[config.mk]
export PLATFORM = sky130hd
export DESIGN_NAME = fetch_unit
export DESIGN_NICKNAME = d
export VERILOG_FILES = /design/src/verilog/fetch_pkg.sv /design/src/verilog/fetch_unit.sv /design/src/verilog/if_stage.sv /design/src/verilog/inst_addr_map.sv /design/src/verilog/pre_if_stage.sv
export SDC_FILE = /design/constraint.sdc
export NUM_CORES = 1
export LEC_CHECK = 0
export BUFFER_PORTS_ARGS = -buffer_cell sky130_fd_sc_hd__buf_2
export CORE_ASPECT_RATIO = 0.8
export CORE_UTILIZATION = 40
export CTS_CLUSTER_SIZE = 10
export DETAILED_ROUTE_END_ITERATION = 8
export PLACE_DENSITY = 0.66
export SKIP_CTS_REPAIR_TIMING = 1
export SLEW_MARGIN = 20
export SYNTH_ARGS = -nofsm -noshare
export SYNTH_HDL_FRONTEND = slang
export SYNTH_SLANG_ARGS = --single-unit
[constraint.sdc]
create_clock -name clk -period 5.9 [get_ports clk]
set_input_delay 1.77 -clock clk [delete_from_list [all_inputs] [get_ports clk]]
set_output_delay 1.77 -clock clk [all_outputs]
set_load 0.02 [all_outputs]
[src/verilog/fetch_pkg.sv]
package fetch_pkg;

    // fetch addresses
    localparam logic [31:0] reset_vector  = 32'hbfc0_0000;
    localparam logic [31:0] exc_vector    = 32'hbfc0_0380;   // general exception entry, BEV=1

    // fs_pc starts one word low so the sequential path lands on reset_vector
    localparam logic [31:0] reset_pc_init = reset_vector - 32'd4;

    // segment bounds of the fixed map
    localparam logic [31:0] kseg0_base    = 32'h8000_0000;   // cached, unmapped
    localparam logic [31:0] kseg1_base    = 32'ha000_0000;   // uncached, unmapped
    localparam logic [31:0] kseg2_base    = 32'hc000_0000;   // end of the unmapped window

    // top three bits, cleared for kseg0 and kseg1
    localparam logic [31:0] seg_mask      = 32'he000_0000;

    // accepted requests that may still be waiting for data
    localparam int max_in_flight = 2;

    // sizes of the in-flight bookkeeping in the IF stage
    localparam int flight_ptr_w  = $clog2(max_in_flight);
    localparam int flight_cnt_w  = $clog2(max_in_flight + 1);

    // physical fetch address
    // written whole by the address map, read back as cache fields
    typedef union packed {
        logic [31:0] raw;
        struct packed {
            logic [19:0] tag;
            logic [ 7:0] index;      // 256 sets
            logic [ 3:0] offset;     // 16-byte line
        } fields;
    } paddr_u;

endpackage

[src/verilog/fetch_unit.sv]
`timescale 1ns/1ps

module fetch_unit (
    input  logic        clk,
    input  logic        reset,
    // branch from decode
    input  logic        br_stall,
    input  logic        br_taken,
    input  logic [31:0] br_target,
    // exception and return
    input  logic        flush,
    input  logic        m1s_inst_eret,
    input  logic [31:0] cp0_epc,
    input  logic        mfc0_stall,
    // decode
    input  logic        ds_allowin,
    output logic        ds_valid,
    output logic [31:0] ds_pc,
    output logic [31:0] ds_inst,
    // instruction cache
    output logic        inst_req,
    output logic        inst_op,
    output logic [19:0] inst_tag,
    output logic [ 7:0] inst_index,
    output logic [ 3:0] inst_offset,
    output logic        inst_uncached,
    input  logic        inst_addr_ok,
    input  logic        inst_data_ok,
    input  logic [31:0] inst_rdata
);

    logic [31:0] next_pc;
    logic        req_fire;
    logic        fs_allowin;
    logic [31:0] fs_pc;

    pre_if_stage u_pre_if (
        .clk           (clk),
        .reset         (reset),
        .fs_pc         (fs_pc),
        .fs_allowin    (fs_allowin),
        .br_stall      (br_stall),
        .br_taken      (br_taken),
        .br_target     (br_target),
        .flush         (flush),
        .m1s_inst_eret (m1s_inst_eret),
        .cp0_epc       (cp0_epc),
        .mfc0_stall    (mfc0_stall),
        .inst_addr_ok  (inst_addr_ok),
        .next_pc       (next_pc),
        .req_fire      (req_fire),
        .inst_req      (inst_req),
        .inst_op       (inst_op),
        .inst_tag      (inst_tag),
        .inst_index    (inst_index),
        .inst_offset   (inst_offset),
        .inst_uncached (inst_uncached)
    );

    if_stage u_if (
        .clk           (clk),
        .reset         (reset),
        .next_pc       (next_pc),
        .req_fire      (req_fire),
        .flush         (flush),
        .m1s_inst_eret (m1s_inst_eret),
        .inst_data_ok  (inst_data_ok),
        .inst_rdata    (inst_rdata),
        .ds_allowin    (ds_allowin),
        .fs_allowin    (fs_allowin),
        .fs_pc         (fs_pc),
        .ds_valid      (ds_valid),
        .ds_pc         (ds_pc),
        .ds_inst       (ds_inst)
    );

endmodule

[src/verilog/if_stage.sv]
`timescale 1ns/1ps

module if_stage
    import fetch_pkg::*;
(
    input  logic        clk,
    input  logic        reset,
    input  logic [31:0] next_pc,
    input  logic        req_fire,
    input  logic        flush,
    input  logic        m1s_inst_eret,
    input  logic        inst_data_ok,
    input  logic [31:0] inst_rdata,
    input  logic        ds_allowin,
    output logic        fs_allowin,
    output logic [31:0] fs_pc,
    output logic        ds_valid,
    output logic [31:0] ds_pc,
    output logic [31:0] ds_inst
);

    // in-order slots, pc written on issue, instruction on response
    logic [31:0]             pc_q   [max_in_flight];
    logic [31:0]             inst_q [max_in_flight];
    logic [flight_ptr_w-1:0] wr_ptr;       // next issue slot
    logic [flight_ptr_w-1:0] rsp_ptr;      // next slot to receive data
    logic [flight_ptr_w-1:0] rd_ptr;       // head for decode
    logic [flight_cnt_w-1:0] pend_cnt;     // live, data not back yet
    logic [flight_cnt_w-1:0] rdy_cnt;      // data back, not yet taken by decode
    logic [flight_cnt_w-1:0] cancel_cnt;   // responses to drop after a flush
    logic [flight_cnt_w-1:0] busy;
    logic                    kill;
    logic                    rsp_live;
    logic                    pop;

    assign kill     = flush | m1s_inst_eret;
    assign rsp_live = inst_data_ok & (cancel_cnt == '0) & ~kill;
    assign pop      = ds_valid & ds_allowin;

    // a slot freed by decode this cycle can take a new request at once
    assign busy       = pend_cnt + rdy_cnt + cancel_cnt;
    assign fs_allowin = (busy < flight_cnt_w'(max_in_flight)) | pop;

    assign ds_valid = (rdy_cnt != '0) & ~kill;
    assign ds_pc    = pc_q[rd_ptr];
    assign ds_inst  = inst_q[rd_ptr];

    always_ff @(posedge clk) begin
        if (reset) begin
            wr_ptr     <= '0;
            rsp_ptr    <= '0;
            rd_ptr     <= '0;
            pend_cnt   <= '0;
            rdy_cnt    <= '0;
            cancel_cnt <= '0;
            fs_pc      <= reset_pc_init;
        end else begin
            if (req_fire) begin
                wr_ptr <= wr_ptr + flight_ptr_w'(1);
                fs_pc  <= next_pc;
            end
            if (kill) begin
                // drop everything older, keep a request issued this cycle
                rsp_ptr    <= wr_ptr;
                rd_ptr     <= wr_ptr;
                pend_cnt   <= flight_cnt_w'(req_fire);
                rdy_cnt    <= '0;
                cancel_cnt <= cancel_cnt + pend_cnt - flight_cnt_w'(inst_data_ok);
            end else begin
                rsp_ptr  <= rsp_ptr + flight_ptr_w'(rsp_live);
                rd_ptr   <= rd_ptr + flight_ptr_w'(pop);
                pend_cnt <= pend_cnt + flight_cnt_w'(req_fire) - flight_cnt_w'(rsp_live);
                rdy_cnt  <= rdy_cnt + flight_cnt_w'(rsp_live) - flight_cnt_w'(pop);
                if (inst_data_ok && cancel_cnt != '0)
                    cancel_cnt <= cancel_cnt - flight_cnt_w'(1);
            end
        end
    end

    always_ff @(posedge clk) begin
        if (req_fire)
            pc_q[wr_ptr] <= next_pc;
        if (rsp_live)
            inst_q[rsp_ptr] <= inst_rdata;
    end

    a_rsp_expected: assert property (
        @(posedge clk) disable iff (reset)
        inst_data_ok |-> (pend_cnt != '0) || (cancel_cnt != '0)
    ) else $error("inst_data_ok with no request outstanding");

    // decode side must see a steady word while it stalls
    a_ds_hold: assert property (
        @(posedge clk) disable iff (reset)
        (ds_valid && !ds_allowin) ##1 (!kill) |-> ds_valid && $stable(ds_pc) && $stable(ds_inst)
    ) else $error("decode outputs changed under stall");

endmodule

[src/verilog/inst_addr_map.sv]
`timescale 1ns/1ps

// fixed mapping for instruction fetch, no TLB lookup
//   kseg0  0x8000_0000 .. 0x9fff_ffff  strip segment bits, cached
//   kseg1  0xa000_0000 .. 0xbfff_ffff  strip segment bits, uncached
//   other  passed through unchanged, cached
module inst_addr_map
    import fetch_pkg::*;
(
    input  logic [31:0] vaddr,
    output paddr_u      paddr,
    output logic        uncached
);

    logic in_kseg0;
    logic in_kseg1;
    logic unmapped;

    assign in_kseg0 = (vaddr >= kseg0_base) && (vaddr < kseg1_base);
    assign in_kseg1 = (vaddr >= kseg1_base) && (vaddr < kseg2_base);
    assign unmapped = in_kseg0 | in_kseg1;

    always_comb begin
        if (unmapped)
            paddr.raw = vaddr & ~seg_mask;   // both windows alias low 512 MB
        else
            paddr.raw = vaddr;
    end

    // only kseg1 bypasses the cache
    assign uncached = in_kseg1;

endmodule

[src/verilog/pre_if_stage.sv]
`timescale 1ns/1ps

module pre_if_stage
    import fetch_pkg::*;
(
    input  logic        clk,
    input  logic        reset,
    input  logic [31:0] fs_pc,          // last issued pc
    input  logic        fs_allowin,
    input  logic        br_stall,
    input  logic        br_taken,
    input  logic [31:0] br_target,
    input  logic        flush,
    input  logic        m1s_inst_eret,
    input  logic [31:0] cp0_epc,
    input  logic        mfc0_stall,
    input  logic        inst_addr_ok,
    output logic [31:0] next_pc,
    output logic        req_fire,
    output logic        inst_req,
    output logic        inst_op,
    output logic [19:0] inst_tag,
    output logic [ 7:0] inst_index,
    output logic [ 3:0] inst_offset,
    output logic        inst_uncached
);

    logic        req_en;        // low through reset
    logic        br_go;
    logic        redir_valid;   // buffered redirect waiting for an issue slot
    logic        flush_pend;    // buffered redirect came from flush or eret
    logic [31:0] redir_pc;
    logic [31:0] seq_pc;
    paddr_u      req_paddr;

    assign seq_pc = fs_pc + 32'd4;
    assign br_go  = br_taken & ~br_stall & ~mfc0_stall;

    // eret over flush over branch
    always_comb begin
        if (m1s_inst_eret)
            next_pc = cp0_epc;
        else if (flush)
            next_pc = exc_vector;
        else if (redir_valid && flush_pend)
            next_pc = redir_pc;        // older flush still owns the next slot
        else if (br_go)
            next_pc = br_target;       // follows the delay slot already fetched
        else if (redir_valid)
            next_pc = redir_pc;
        else
            next_pc = seq_pc;
    end

    always_ff @(posedge clk) begin
        if (reset)
            req_en <= 1'b0;
        else
            req_en <= 1'b1;
    end

    always_ff @(posedge clk) begin
        if (reset) begin
            redir_valid <= 1'b0;
            flush_pend  <= 1'b0;
        end else if (req_fire) begin
            redir_valid <= 1'b0;       // consumed by this issue
            flush_pend  <= 1'b0;
        end else if (flush | m1s_inst_eret) begin
            redir_valid <= 1'b1;
            flush_pend  <= 1'b1;
        end else if (br_go & ~flush_pend) begin
            redir_valid <= 1'b1;
        end
    end

    // next_pc already holds this cycle's winner
    always_ff @(posedge clk) begin
        if (flush | m1s_inst_eret | (br_go & ~flush_pend))
            redir_pc <= next_pc;
    end

    // request held until accepted, address follows next_pc
    assign inst_req = req_en & fs_allowin;
    assign req_fire = inst_req & inst_addr_ok;
    assign inst_op  = 1'b0;            // read

    inst_addr_map u_addr_map (
        .vaddr    (next_pc),
        .paddr    (req_paddr),
        .uncached (inst_uncached)
    );

    assign inst_tag    = req_paddr.fields.tag;
    assign inst_index  = req_paddr.fields.index;
    assign inst_offset = req_paddr.fields.offset;

    // branch targets and epc come from later stages
    a_issue_aligned: assert property (
        @(posedge clk) disable iff (reset)
        req_fire |-> (next_pc[1:0] == 2'b00)
    ) else $error("fetch issued misaligned pc %h", next_pc);

endmodule
==> metrics.yaml <==
run_status: "completed"
floorplan.rows: 50
period_minus_slack_ns: 5.57
fin_crit_sh_pct: 94.3
drt-initial-drc-count: 707
worst_ir_drop_vdd_mv: 0.203
dr_drc_count: 0
total_leakage_power_uw: 0.00451
maxSlewViolCount: 0
post_route_cells_drive_above_1_share_pct: 35.8
synthCells: 785
fmax_ghz: 0.180
maxSlewHeadroom_pct: 36.0
clk_pin_slew_worst_paths_ns: 0.06
synth_warnings: 0
worstSkewPairLatency_ns: 0.52
synth_cell_type_count: 80
sequential_share_of_power_pct: 45.8
drt-pass1-iter-count: 7
grt.overflow.total: 0
cp_cell_sequence: "buf_2 > or4b_4 > nand2_1 > buf_4 > o22ai_1 > o21ai_0 > buf_2"
top_level_ports: 206
path_common_cell: "sky130_fd_sc_hd__buf_2"
power.clock.fraction_pct: 35.1
global_routing_usage_summed_across_all_routing_layers_pct: 21.6
netlist_top_cells_area: "sky130_fd_sc_hd__edfxtp_1 (50%), sky130_fd_sc_hd__dfxtp_1 (9.1%), sky130_fd_sc_hd__mux2_2 (7.5%)"
worstPathRequired_ns: 4.13
grt_antenna_before_repair: 0
sinks_on_the_clock_net: 204
cts_tree: "built"
design.die.area_um2: 24800
grt_pass1_vias: 6936
cell_internal_pwr_uw: 2720
core-area_um2: 23500
hold_slack_ns: 0.502
switching_share_pct: 28.5
wire_length_of_the_first_global_routing_pass_um: 40900
synth_fp_nets: 902
diodes_inserted: 0
power.density_cell_area_nw_per_um2: 326
routabilityCongestion: 0.921
dr_total_vias: 7231
areaGrowthSynthToFinish_pct: 20.8
worst_setup_path_start_kind: "input pin"
port-buffer-count: 204
timing.critical_path.slowest_cell_delay_ns: 0.65
ys_dominant_reg_cell: "sky130_fd_sc_hd__edfxtp_1"
nFillCells: 2172
rsz0062_at_grt: "no"
instances_no_fill: 1309
synth_top_area_share_pct: 49.8
syn_std_cell_area_um2: 9660
setup_viol: 0
synth-edff-count: 160
routed_wl_um: 27000
net_count_final: 1096
die_width_um: 176
timing.final.hold_violations: 0
drv_cap: 0
worstHoldPathType: "reg -> reg"
avgViaCountPerCell: 5.52
crit_path_top_delay_cell: "sky130_fd_sc_hd__or4b_4"
rr_worst_depth: 3
synthArstFlopShare_pct: 0
holdPathStages: 2
dp.cells: 1265
cts-buffers-inserted: 24
synth_commonest_cells: "sky130_fd_sc_hd__edfxtp_1 (160), sky130_fd_sc_hd__mux2_2 (64), sky130_fd_sc_hd__nand2_1 (47)"
route.detailed.wl_per_inst_um: 20.6
worst-endpoint-arrival_ns: 3.80
finClkSkew_ns: 0.0104
initial_utilization_pct: 41.0
postSynthRegisterBits: 204
worst_slew_pin_slew_ns: 0.959
criticalPathCategory: "in -> out"
yosysMostFrequentCell: "sky130_fd_sc_hd__edfxtp_1"
end_kind: "output port"
cts.htree.levels: 1
dieHeight_um: 141
yosysTopAreaCell: "sky130_fd_sc_hd__edfxtp_1"
root_driver: "sky130_fd_sc_hd__clkbuf_16"
combPwrFrac_pct: 19.2
largest_net_degree_at_the_start_of_global_routing: 66
clk_path_buf_depth: 3
critical_path_peak_fanout: 13
syn-mean-instance-area_um2: 12.3
p_sw_uw: 1080
route.antenna.remaining_nets: 0
post-dp-hpwl_um: 18800
synth-seq-area-share_pct: 58.9
timing.setup.tns_ns: 0
==> logic make-up after synthesis <==
kind of cell / Yosys count / synth area share (%)
adders and majority gates: 11 / 1.43
AOI/OAI and AO/OA: 172 / 13.0
other: 1 / 0.0388
muxes: 66 / 7.67
DFF: 204 / 58.9
buffers and inverters: 99 / 5.42
xor gates and xnor gates: 17 / 1.70
and+or+nand+nor: 215 / 11.9
==> worst max-delay path, delay by kind of cell <==
family          cells  cell delay [ns]
compound gates      2             0.57
buf+inv             3             0.64
simple gates        2             0.80
==> power by group through the flow <==
stage | logic, uW | registers [uW] | clock network, uW
2_1_floorplan | 522 | 1730 | 0
3_3_place_gp | 717 | 1760 | 0
3_5_place_dp | 723 | 1770 | 0
4_1_cts | 726 | 1740 | 1360
5_1_grt | 786 | 1750 | 1420
6_report | 729 | 1740 | 1330
==> worst paths after layout <==
check                                         from                              end  slack, ns
setup reg to reg  u_pre_if.flush_pend$_SDFFE_PP0N_  u_pre_if.redir_pc[18]$_DFFE_PP_       3.15
hold reg to reg         u_if.fs_pc[0]$_SDFFE_PP0P_       u_if.fs_pc[0]$_SDFFE_PP0P_       0.50
setup / recovery                          br_stall                   inst_offset[3]       0.33
hold / removal          u_if.fs_pc[0]$_SDFFE_PP0P_       u_if.fs_pc[0]$_SDFFE_PP0P_       0.50
==> per-layer routing <==
| layer | track usage (%) | vias up | wire [um] |
|---|---|---|---|
| li1 | - | 3391 | - |
| met5 | 0 | - | 0 |
| met3 | 4.94 | 48 | 2270 |
| met4 | 6.32 | 0 | 674 |
| met1 | 30.2 | 3459 | 12000 |
| met2 | 33.5 | 333 | 12100 |
==> area by class of cell <==
cell class | instances | area (um^2) | area share, %
sequential | 204 | 5690 | 48.8
multi-input combinational | 482 | 3460 | 29.7
timing repair buffer | 247 | 1340 | 11.5
clock buffer | 42 | 678 | 5.82
tap | 312 | 390 | 3.35
inverter | 20 | 75.1 | 0.644
clock inverter | 2 | 21.3 | 0.182
==> through the flow <==
stage	worst slack [ns]	util (%)	power (uW)	area, um^2
after floorplan	0.638	-	2250	9660
after global placement	0.434	46.6	2480	11000
after detailed placement	0.377	46.6	2490	11000
after CTS	0.376	49.6	3830	11700
after global routing	0.225	49.6	3960	11700
final	0.334	49.6	3800	11700
==> state kept, by name, summed over array words and instances, names as in the netlist, 2 cells and up <==
signal             flops
u_if.inst_q           64
u_if.pend_cnt          2
u_pre_if.redir_pc     32
u_if.fs_pc            32
u_if.cancel_cnt        2
u_if.rdy_cnt           2
u_if.pc_q             64
==> cells in the final DEF (no fill, tap or decap), types with 4 or more instances in the layout <==
master and n:
sky130_fd_sc_hd__a221oi_1 4, sky130_fd_sc_hd__or4_1 6, sky130_fd_sc_hd__clkbuf_1 17, sky130_fd_sc_hd__nand2_1 47, sky130_fd_sc_hd__dfxtp_1 43, sky130_fd_sc_hd__ha_1 11, sky130_fd_sc_hd__buf_2 204, sky130_fd_sc_hd__nor4_1 11
sky130_fd_sc_hd__o31ai_1 8, sky130_fd_sc_hd__inv_1 18, sky130_fd_sc_hd__edfxtp_1 160, sky130_fd_sc_hd__nor3_1 29, sky130_fd_sc_hd__xnor2_1 12, sky130_fd_sc_hd__a211o_1 7, sky130_fd_sc_hd__xor2_1 4, sky130_fd_sc_hd__a21boi_0 4
sky130_fd_sc_hd__a31oi_1 10, sky130_fd_sc_hd__nor2_1 37, sky130_fd_sc_hd__a22o_1 4, sky130_fd_sc_hd__a21oi_1 26, sky130_fd_sc_hd__o221ai_1 5, sky130_fd_sc_hd__or3_1 6, sky130_fd_sc_hd__a211oi_1 8, sky130_fd_sc_hd__buf_4 43
sky130_fd_sc_hd__mux2_2 64, sky130_fd_sc_hd__a22oi_1 5, sky130_fd_sc_hd__nand4_1 14, sky130_fd_sc_hd__clkbuf_16 24, sky130_fd_sc_hd__nand3_1 24, sky130_fd_sc_hd__and3_1 6, sky130_fd_sc_hd__o22ai_1 7, sky130_fd_sc_hd__o21ai_0 25
sky130_fd_sc_hd__and2_1 5, sky130_fd_sc_hd__a2bb2oi_1 11, sky130_fd_sc_hd__and4_1 5, sky130_fd_sc_hd__o211ai_1 6, sky130_fd_sc_hd__o22a_1 5
(Power assumes the default switching activity.)
